File: src/decode_pkg.sv
package decode_pkg;

    typedef logic [31:0] word_t;
    typedef logic [4:0]  reg_addr_t;

    localparam int REG_COUNT = 32;

    // Primary opcodes.
    typedef enum logic [5:0] {
        OP_SPECIAL = 6'h00,
        OP_J       = 6'h02,
        OP_JAL     = 6'h03,
        OP_BEQ     = 6'h04,
        OP_BNE     = 6'h05,
        OP_ADDI    = 6'h08,
        OP_ADDIU   = 6'h09,
        OP_SLTI    = 6'h0a,
        OP_ANDI    = 6'h0c,
        OP_ORI     = 6'h0d,
        OP_LUI     = 6'h0f,
        OP_LW      = 6'h23,
        OP_SW      = 6'h2b
    } opcode_e;

    // R-type function codes.
    typedef enum logic [5:0] {
        FN_JR   = 6'h08,
        FN_MFHI = 6'h10,
        FN_MFLO = 6'h12,
        FN_MULT = 6'h18,
        FN_ADD  = 6'h20,
        FN_ADDU = 6'h21,
        FN_SUB  = 6'h22,
        FN_AND  = 6'h24,
        FN_OR   = 6'h25,
        FN_SLT  = 6'h2a
    } funct_e;

    typedef enum logic [3:0] {
        ALU_ADD, ALU_SUB, ALU_AND, ALU_OR, ALU_SLT, ALU_LUI, ALU_PASS, ALU_MULT
    } alu_op_e;

    typedef enum logic [1:0] {WB_ALU, WB_MEM, WB_HI, WB_LO} wb_sel_e;
    typedef enum logic [1:0] {DEST_RD, DEST_RT, DEST_RA} dest_sel_e;
    typedef enum logic [1:0] {BR_NONE, BR_EQ, BR_NE} branch_e;

    // Immediate is {rd, shamt, funct}, jump target is everything below opcode.
    typedef struct packed {
        opcode_e   opcode;
        reg_addr_t rs;
        reg_addr_t rt;
        reg_addr_t rd;
        logic [4:0] shamt;
        funct_e    funct;
    } unpack_t;

    typedef struct packed {
        alu_op_e   alu_op;
        logic      alu_src_imm;
        logic      imm_zero_ext;
        dest_sel_e dest_sel;
        logic      write_reg;
        logic      mem_read;
        logic      mem_write;
        wb_sel_e   wb_sel;
        branch_e   branch;
        logic      jump;
        logic      jump_reg;
        logic      write_hi;
        logic      write_lo;
    } control_t;

    localparam word_t    NOP_INSTR = 32'h0000_0000;  // sll r0,r0,0.
    localparam control_t CTL_IDLE  = '0;

endpackage

File: src/regfile_if.sv
`timescale 1ns/10ps

interface regfile_if;
    import decode_pkg::*;

    reg_addr_t ra0;
    reg_addr_t ra1;
    word_t     rd0;
    word_t     rd1;

    // Single write port from writeback.
    logic      we;
    reg_addr_t waddr;
    word_t     wdata;

    modport stage (
        output ra0,
        output ra1,
        input  rd0,
        input  rd1,
        output we,
        output waddr,
        output wdata
    );

    modport regfile (
        input  ra0,
        input  ra1,
        output rd0,
        output rd1,
        input  we,
        input  waddr,
        input  wdata
    );

endinterface

File: src/main_decoder.sv
`timescale 1ns/10ps

module main_decoder (
    input  decode_pkg::word_t    instruction,
    output decode_pkg::control_t ctl
);
    import decode_pkg::*;

    unpack_t unpack;

    assign unpack = unpack_t'(instruction);

    always_comb begin
        ctl = CTL_IDLE;
        case (unpack.opcode)
            OP_SPECIAL: begin
                case (unpack.funct)
                    FN_ADD, FN_ADDU, FN_SUB, FN_AND, FN_OR, FN_SLT: begin
                        ctl.write_reg = 1'b1;
                        ctl.dest_sel  = DEST_RD;
                        case (unpack.funct)
                            FN_SUB:  ctl.alu_op = ALU_SUB;
                            FN_AND:  ctl.alu_op = ALU_AND;
                            FN_OR:   ctl.alu_op = ALU_OR;
                            FN_SLT:  ctl.alu_op = ALU_SLT;
                            default: ctl.alu_op = ALU_ADD;
                        endcase
                    end
                    FN_JR: ctl.jump_reg = 1'b1;
                    FN_MULT: begin
                        ctl.alu_op   = ALU_MULT;
                        ctl.write_hi = 1'b1;
                        ctl.write_lo = 1'b1;
                    end
                    FN_MFHI, FN_MFLO: begin
                        ctl.alu_op    = ALU_PASS;
                        ctl.write_reg = 1'b1;
                        ctl.dest_sel  = DEST_RD;
                        ctl.wb_sel    = (unpack.funct == FN_MFHI) ? WB_HI : WB_LO;
                    end
                    default: ctl = CTL_IDLE;  // Includes the shift nop.
                endcase
            end
            OP_J: ctl.jump = 1'b1;
            OP_JAL: begin
                ctl.jump      = 1'b1;
                ctl.alu_op    = ALU_PASS;  // Link value is pc plus four.
                ctl.write_reg = 1'b1;
                ctl.dest_sel  = DEST_RA;
            end
            OP_BEQ, OP_BNE: begin
                ctl.alu_op = ALU_SUB;
                ctl.branch = (unpack.opcode == OP_BEQ) ? BR_EQ : BR_NE;
            end
            OP_ADDI, OP_ADDIU, OP_SLTI, OP_ANDI, OP_ORI, OP_LUI: begin
                ctl.alu_src_imm = 1'b1;
                ctl.write_reg   = 1'b1;
                ctl.dest_sel    = DEST_RT;
                ctl.imm_zero_ext = (unpack.opcode == OP_ANDI) || (unpack.opcode == OP_ORI);
                case (unpack.opcode)
                    OP_SLTI: ctl.alu_op = ALU_SLT;
                    OP_ANDI: ctl.alu_op = ALU_AND;
                    OP_ORI:  ctl.alu_op = ALU_OR;
                    OP_LUI:  ctl.alu_op = ALU_LUI;
                    default: ctl.alu_op = ALU_ADD;
                endcase
            end
            OP_LW: begin
                ctl.alu_src_imm = 1'b1;
                ctl.mem_read    = 1'b1;
                ctl.wb_sel      = WB_MEM;
                ctl.write_reg   = 1'b1;
                ctl.dest_sel    = DEST_RT;
            end
            OP_SW: begin
                ctl.alu_src_imm = 1'b1;
                ctl.mem_write   = 1'b1;
            end
            default: ctl = CTL_IDLE;
        endcase
    end

    // Table consistency across all opcodes.
    always_comb begin
        assert final (!(ctl.mem_read && ctl.mem_write))
            else $error("mem_read and mem_write both set");
        assert final (!(ctl.jump && ctl.branch != BR_NONE))
            else $error("jump and branch both set");
    end

endmodule

File: src/register_file.sv
`timescale 1ns/10ps

module register_file (
    input logic pif,
    input logic arst_n,
    regfile_if.regfile rf
);
    import decode_pkg::*;

    word_t mem [1:REG_COUNT-1];  // No storage for r0.

    always_ff @(posedge pif or negedge arst_n) begin
        if (!arst_n) begin
            for (int i = 1; i < REG_COUNT; i++) begin
                mem[i] <= '0;
            end
        end else if (rf.we && rf.waddr != '0) begin
            mem[rf.waddr] <= rf.wdata;
        end
    end

    // Combinational reads, r0 hardwired.
    assign rf.rd0 = (rf.ra0 == '0) ? '0 : mem[rf.ra0];
    assign rf.rd1 = (rf.ra1 == '0) ? '0 : mem[rf.ra1];

    // Writeback address must be clean when it writes.
    assert property (@(posedge pif) disable iff (!arst_n)
        rf.we |-> !$isunknown(rf.waddr))
        else $error("register write with unknown address");

endmodule

File: src/stage_decode.sv
`timescale 1ns/10ps

module stage_decode (
    input  logic                  pif,
    input  logic                  arst_n,
    input  logic                  stall,
    input  logic                  nullify,
    input  decode_pkg::word_t     in_instruction,
    input  decode_pkg::word_t     in_pc,
    input  logic                  wb_write_reg,
    input  decode_pkg::reg_addr_t wb_dest_reg,
    input  decode_pkg::word_t     wb_dest_data,
    input  logic                  wb_write_hi,
    input  decode_pkg::word_t     wb_hi_data,
    input  logic                  wb_write_lo,
    input  decode_pkg::word_t     wb_lo_data,
    input  logic                  fwd_rs_valid,
    input  decode_pkg::word_t     fwd_rs_data,
    input  logic                  fwd_rt_valid,
    input  decode_pkg::word_t     fwd_rt_data,
    input  logic                  fwd_hi_valid,
    input  decode_pkg::word_t     fwd_hi_data,
    input  logic                  fwd_lo_valid,
    input  decode_pkg::word_t     fwd_lo_data,
    regfile_if.stage              rf,
    output decode_pkg::word_t     out_instruction,
    output decode_pkg::word_t     out_pc,
    output decode_pkg::word_t     out_pcadd4,
    output decode_pkg::word_t     out_pcjump,
    output decode_pkg::word_t     out_rs,
    output decode_pkg::word_t     out_rt,
    output decode_pkg::word_t     out_hi,
    output decode_pkg::word_t     out_lo,
    output decode_pkg::word_t     out_imm,
    output decode_pkg::control_t  out_ctl
);
    import decode_pkg::*;

    word_t    instr_q;
    word_t    pc_q;
    word_t    hi_q;
    word_t    lo_q;
    unpack_t  unpack;
    control_t ctl;
    logic [15:0] imm16;

    // Fetch latch. Nullify wins over stall.
    always_ff @(posedge pif or negedge arst_n) begin
        if (!arst_n) begin
            instr_q <= NOP_INSTR;
            pc_q    <= '0;
        end else if (nullify) begin
            instr_q <= NOP_INSTR;
            pc_q    <= '0;
        end else if (!stall) begin
            instr_q <= in_instruction;
            pc_q    <= in_pc;
        end
    end

    always_ff @(posedge pif or negedge arst_n) begin
        if (!arst_n) begin
            hi_q <= '0;
            lo_q <= '0;
        end else begin
            if (wb_write_hi) hi_q <= wb_hi_data;
            if (wb_write_lo) lo_q <= wb_lo_data;
        end
    end

    main_decoder u_decoder (
        .instruction (instr_q),
        .ctl         (ctl)
    );

    assign unpack = unpack_t'(instr_q);
    assign imm16  = {unpack.rd, unpack.shamt, unpack.funct};

    assign rf.ra0   = unpack.rs;
    assign rf.ra1   = unpack.rt;
    assign rf.we    = wb_write_reg;  // Writeback keeps going under stall.
    assign rf.waddr = wb_dest_reg;
    assign rf.wdata = wb_dest_data;

    assign out_instruction = instr_q;
    assign out_pc          = pc_q;
    assign out_pcadd4      = pc_q + 32'd4;
    assign out_pcjump      = {out_pcadd4[31:28], instr_q[25:0], 2'b00};
    assign out_imm = ctl.imm_zero_ext ? {16'h0000, imm16} : {{16{imm16[15]}}, imm16};
    assign out_ctl = ctl;

    // Bypass from later stages.
    assign out_rs = fwd_rs_valid ? fwd_rs_data : rf.rd0;
    assign out_rt = fwd_rt_valid ? fwd_rt_data : rf.rd1;
    assign out_hi = fwd_hi_valid ? fwd_hi_data : hi_q;
    assign out_lo = fwd_lo_valid ? fwd_lo_data : lo_q;

    // Fetch must never hand over an unknown instruction.
    assert property (@(posedge pif) disable iff (!arst_n) !$isunknown(instr_q))
        else $error("latched instruction is unknown");

endmodule

File: src/decode_top.sv
`timescale 1ns/10ps

module decode_top (
    input  logic                  pif,
    input  logic                  arst_n,
    input  logic                  stall,
    input  logic                  nullify,
    input  decode_pkg::word_t     in_instruction,
    input  decode_pkg::word_t     in_pc,
    input  logic                  wb_write_reg,
    input  decode_pkg::reg_addr_t wb_dest_reg,
    input  decode_pkg::word_t     wb_dest_data,
    input  logic                  wb_write_hi,
    input  decode_pkg::word_t     wb_hi_data,
    input  logic                  wb_write_lo,
    input  decode_pkg::word_t     wb_lo_data,
    input  logic                  fwd_rs_valid,
    input  decode_pkg::word_t     fwd_rs_data,
    input  logic                  fwd_rt_valid,
    input  decode_pkg::word_t     fwd_rt_data,
    input  logic                  fwd_hi_valid,
    input  decode_pkg::word_t     fwd_hi_data,
    input  logic                  fwd_lo_valid,
    input  decode_pkg::word_t     fwd_lo_data,
    output decode_pkg::word_t     out_instruction,
    output decode_pkg::word_t     out_pc,
    output decode_pkg::word_t     out_pcadd4,
    output decode_pkg::word_t     out_pcjump,
    output decode_pkg::word_t     out_rs,
    output decode_pkg::word_t     out_rt,
    output decode_pkg::word_t     out_hi,
    output decode_pkg::word_t     out_lo,
    output decode_pkg::word_t     out_imm,
    output decode_pkg::control_t  ctl
);

    regfile_if rf_bus ();

    stage_decode u_stage (
        .pif             (pif),
        .arst_n          (arst_n),
        .stall           (stall),
        .nullify         (nullify),
        .in_instruction  (in_instruction),
        .in_pc           (in_pc),
        .wb_write_reg    (wb_write_reg),
        .wb_dest_reg     (wb_dest_reg),
        .wb_dest_data    (wb_dest_data),
        .wb_write_hi     (wb_write_hi),
        .wb_hi_data      (wb_hi_data),
        .wb_write_lo     (wb_write_lo),
        .wb_lo_data      (wb_lo_data),
        .fwd_rs_valid    (fwd_rs_valid),
        .fwd_rs_data     (fwd_rs_data),
        .fwd_rt_valid    (fwd_rt_valid),
        .fwd_rt_data     (fwd_rt_data),
        .fwd_hi_valid    (fwd_hi_valid),
        .fwd_hi_data     (fwd_hi_data),
        .fwd_lo_valid    (fwd_lo_valid),
        .fwd_lo_data     (fwd_lo_data),
        .rf              (rf_bus.stage),
        .out_instruction (out_instruction),
        .out_pc          (out_pc),
        .out_pcadd4      (out_pcadd4),
        .out_pcjump      (out_pcjump),
        .out_rs          (out_rs),
        .out_rt          (out_rt),
        .out_hi          (out_hi),
        .out_lo          (out_lo),
        .out_imm         (out_imm),
        .out_ctl         (ctl)
    );

    register_file u_regfile (
        .pif    (pif),
        .arst_n (arst_n),
        .rf     (rf_bus.regfile)
    );

endmodule

File: config.mk
export PLATFORM = sky130hd
export DESIGN_NAME = decode_top
export DESIGN_NICKNAME = d
export VERILOG_FILES = /design/src/decode_pkg.sv /design/src/regfile_if.sv /design/src/main_decoder.sv /design/src/register_file.sv /design/src/stage_decode.sv /design/src/decode_top.sv
export SDC_FILE = /design/constraint.sdc
export NUM_CORES = 2
export LEC_CHECK = 0
export BUFFER_PORTS_ARGS = -buffer_cell sky130_fd_sc_hd__buf_2
export CORE_MARGIN = 2
export CORE_UTILIZATION = 45
export DETAILED_ROUTE_END_ITERATION = 16
export HOLD_SLACK_MARGIN = 0.03
export PLACE_DENSITY = 0.7
export SYNTH_ARGS = -nofsm -noshare
export SYNTH_HDL_FRONTEND = slang
export SYNTH_SLANG_ARGS = --single-unit
File: constraint.sdc
create_clock -name pif -period 2.92 [get_ports pif]
set_input_delay 0.584 -clock pif [delete_from_list [all_inputs] [get_ports pif]]
set_output_delay 0.584 -clock pif [all_outputs]
set_load 0.05 [all_outputs]
==> run summary <==
Initial DRC count: 4594
Die Wd: 371 um
Worst slew margin: 0.441
# clock sinks: 1120
Switching share of power: 0.296
Worst Setup Start Kind: flip-flop
Drt wl/cell: 32.1 um
Ports: 611
Slew Viols, Final: 0
CP dominant cell by count: buf_6
CP Cell Sequence: buf_6, clkbuf_16, o41ai_4, buf_6, buf_8, a221o_1, o211ai_1, buf_4, buf_12
Final core utilization: 0.584
WP data arrival: 3.12 ns
Nets: 5385
Worst EP required: 2.34 ns
Power share of the clock group: 0.339
Slowest cell on the critical path: dfrtp_4
Post-synthesis sequential area ratio: 0.462
Clock buffer depth: 3
Hold slack: 0.0780 ns
RSZ-0062 raised after global routing: true
Fin crit period: 3.71 ns
FMAX: 270 MHz
TritonCTS Buffers: 121
P&R area growth vs syn: 28.7%
Synth Warn #: 0
Setup Skew: 0 ns
Crit path max fanout: 11
# DRC: 0
Vias in the first global route: 45.2k
Post-synthesis instance total: 4257
Max VDD drop: 0.000572 V
Synth Register Bits: 1120
Sw Pwr: 14.6 mW
Fin. Hold Viols: 0
Period utilization: 1.27
Routed WL: 224 mm
Power Density: 632 mW/mm^2
FP Rows: 134
FFs w/ async S/R, synth: 1.00
Die area: 0.138 mm^2
DP Area: 0.0686 mm^2
First-pass GRT wire length: 318 mm
Share of layout cells above drive strength 1: 0.610
Most frequent cells in the layout: mux2_2 (1142), dfrtp_1 (1087), buf_2 (499), mux4_2 (413), buf_4 (270)
Min-Delay Path Class: input port to flip-flop
P_leak: 33.5 nW
H-tree depth: 3
DP HPWL: 142 mm
Mean Syn Cell Area: 14.2 um^2
Failing checks: negative setup slack
CTS tree: built
Total power: 49.3 mW
Post-synth top flop: dfrtp_1
Worst-path clk slew: 0.06 ns
Fin area: 0.0780 mm^2
Least-Margin Pin Slew: 0.839 ns
Syn Std Cell Area: 0.0606 mm^2
Largest incremental delay on the critical path: 0.53 ns
Int Power: 34.7 mW
Part of the power in registers: 0.418
Unique masters post-synth: 60
Core region area: 0.134 mm^2
GR Overflow Total: 0
TritonRoute pass-1 iters: 6
Final setup fails: 90
Outcome: finished with violations
Setup TNS: -48.72 ns
Worst setup EP type: output port
Antenna-violating nets left: 0
Number of synthesized flops with an enable pin: 0
Max-cap viol count: 0
Root Buffer: clkbuf_16
Comb pwr share: 0.243
Initial core utilization: 0.454
Post-route setup slack: -0.788 ns
Initial antenna violation count: 39
WS Path Type: flip-flop to output port
Routed via count: 44.9k
Vias per inst: 6.44
PortBufs: 607
Total GRT Usage: 0.319
GP Congestion: 0.899
Die Height: 371 um
Largest net degree at the start of global routing: 111
Commonest non-fill, non-tap cell in the layout: mux2_2
Fill cell count: 10.1k
Clk Latency, worst-skew pair: 0.76 ns
==> critical path: cells and delay by family, from the launching register on <==
kind            cells  cell delay [ns]
buf+inv             6             1.05
compound gates      3             0.76
flops               1             0.53
==> final timing paths <==
| path | endpoint | slack [ns] | start | depth (start not counted) |
|---|---|---|---|---|
| worst min register to register | u_stage.hi_q[1] | 0.51 | u_stage.hi_q[1] | 1 |
| worst max-delay path | out_rt[20] | -0.79 | u_stage.out_instruction[16] | 9 |
| min in group asynchronous | u_regfile.mem[305] | 0.36 | arst_n | 2 |
| worst min-delay path | u_stage.out_instruction[2] | 0.08 | in_instruction[2] | 3 |
| worst max register to register | u_stage.out_instruction[16] | 1.00 | u_stage.out_instruction[16] | 7 |
| max in group asynchronous | u_regfile.mem[491] | 1.56 | arst_n | 3 |
==> Yosys cell counts (6+ instances only) <==
master       n  area (um^2)
buf_1       65          244
nand2_1    160          601
buf_2      119          596
buf_6       10          113
a211oi_1    65          488
nor3_1      12         60.1
nand3_1     17         85.1
o211ai_1    31          233
mux2_2    1142        12900
nor3b_1      6         45.0
a221oi_2     8          120
o221ai_1    32          280
nand2b_1     9         56.3
o21ai_0      6         30.0
nor2b_1     36          225
xor2_1       7         61.3
dfrtp_1   1120        28000
xnor2_1     21          184
clkbuf_1   196          736
mux2i_1    290         2900
o22ai_1     32          200
a21oi_1     35          175
mux4_2     413         9300
mux2_1      12          135
a221o_1     93          931
nand4_1      6         37.5
buf_4      103          773
nand3b_1     9         67.6
a221oi_1    22          193
nor2_1     124          465
==> logic make-up (layout without fill, tap and decap cells) <==
| group | Yosys count | after routing | share of synthesized area |
|---|---|---|---|
| AO/OA/AOI/OAI | 344 | 344 | 0.0466 |
| XOR/XNOR | 28 | 28 | 0.00404 |
| adder cells (fa/ha/maj) | 1 | 1 | 0.000206 |
| buffers and inverters | 498 | 1426 | 0.0409 |
| flip-flops | 1120 | 1120 | 0.462 |
| multiplexers | 1857 | 1857 | 0.416 |
| other | 1 | 26 | 0.0000618 |
| AND/OR/NAND/NOR | 408 | 409 | 0.0305 |
==> power by group through the flow <==
stage	registers [mW]	logic, mW	clock network, mW
after floorplan	20.1	7.78	0
after global placement	20.5	10.5	0
after detailed placement	20.7	10.7	0
after CTS	20.4	11.7	16.9
after global routing	20.9	12.6	17.5
final	20.6	12.0	16.7
==> area by class of cell <==
type                            instances  area [um^2]  share of cell area
Multi-Input combinational cell       2642        32000               0.410
Sequential cell                      1120        28100               0.360
Timing Repair Buffer                 1190        11300               0.145
Clock buffer                          174         3590              0.0460
Tap cell                             1768         2210              0.0283
Clock inverter                         57          747             0.00957
Antenna cell                           23         57.6            0.000737
Inverter                                5         18.8            0.000240
==> state kept, by name (all words and copies together) (netlist names) <==
name,cells
u_stage.out_instruction,32
u_regfile.mem,992
u_stage.lo_q,32
u_stage.hi_q,32
u_stage.out_pc,32
==> routing by layer <==
metal / wire length [um] / share of wire / global-route usage
met5: 95 / 0.00042 / 0
met4: 13900 / 0.062 / 0.173
met3: 21900 / 0.097 / 0.0831
met2: 105000 / 0.47 / 0.502
met1: 83300 / 0.37 / 0.403
==> metrics by stage <==
| stage | setup WS (ns) | instances |
|---|---|---|
| 3_5_place_dp | -0.126 | 6454 |
| 3_3_place_gp | -0.103 | 6454 |
| 5_1_grt | -0.834 | 6974 |
| 4_1_cts | -0.810 | 6920 |
| 6_report | -0.788 | 6979 |
| 2_1_floorplan | -0.278 | 4259 |
==> repair_timing <==
item	4_1_cts	5_1_grt
cloned	18	9
buffers inserted	122	35
pin swaps	99	79
hold buffers	97	0
gates resized for setup	359	146
endpoints found under the hold margin	105	0
endpoints found under the setup margin	119	120
No activity file was read; power rests on OpenSTA's default activity.
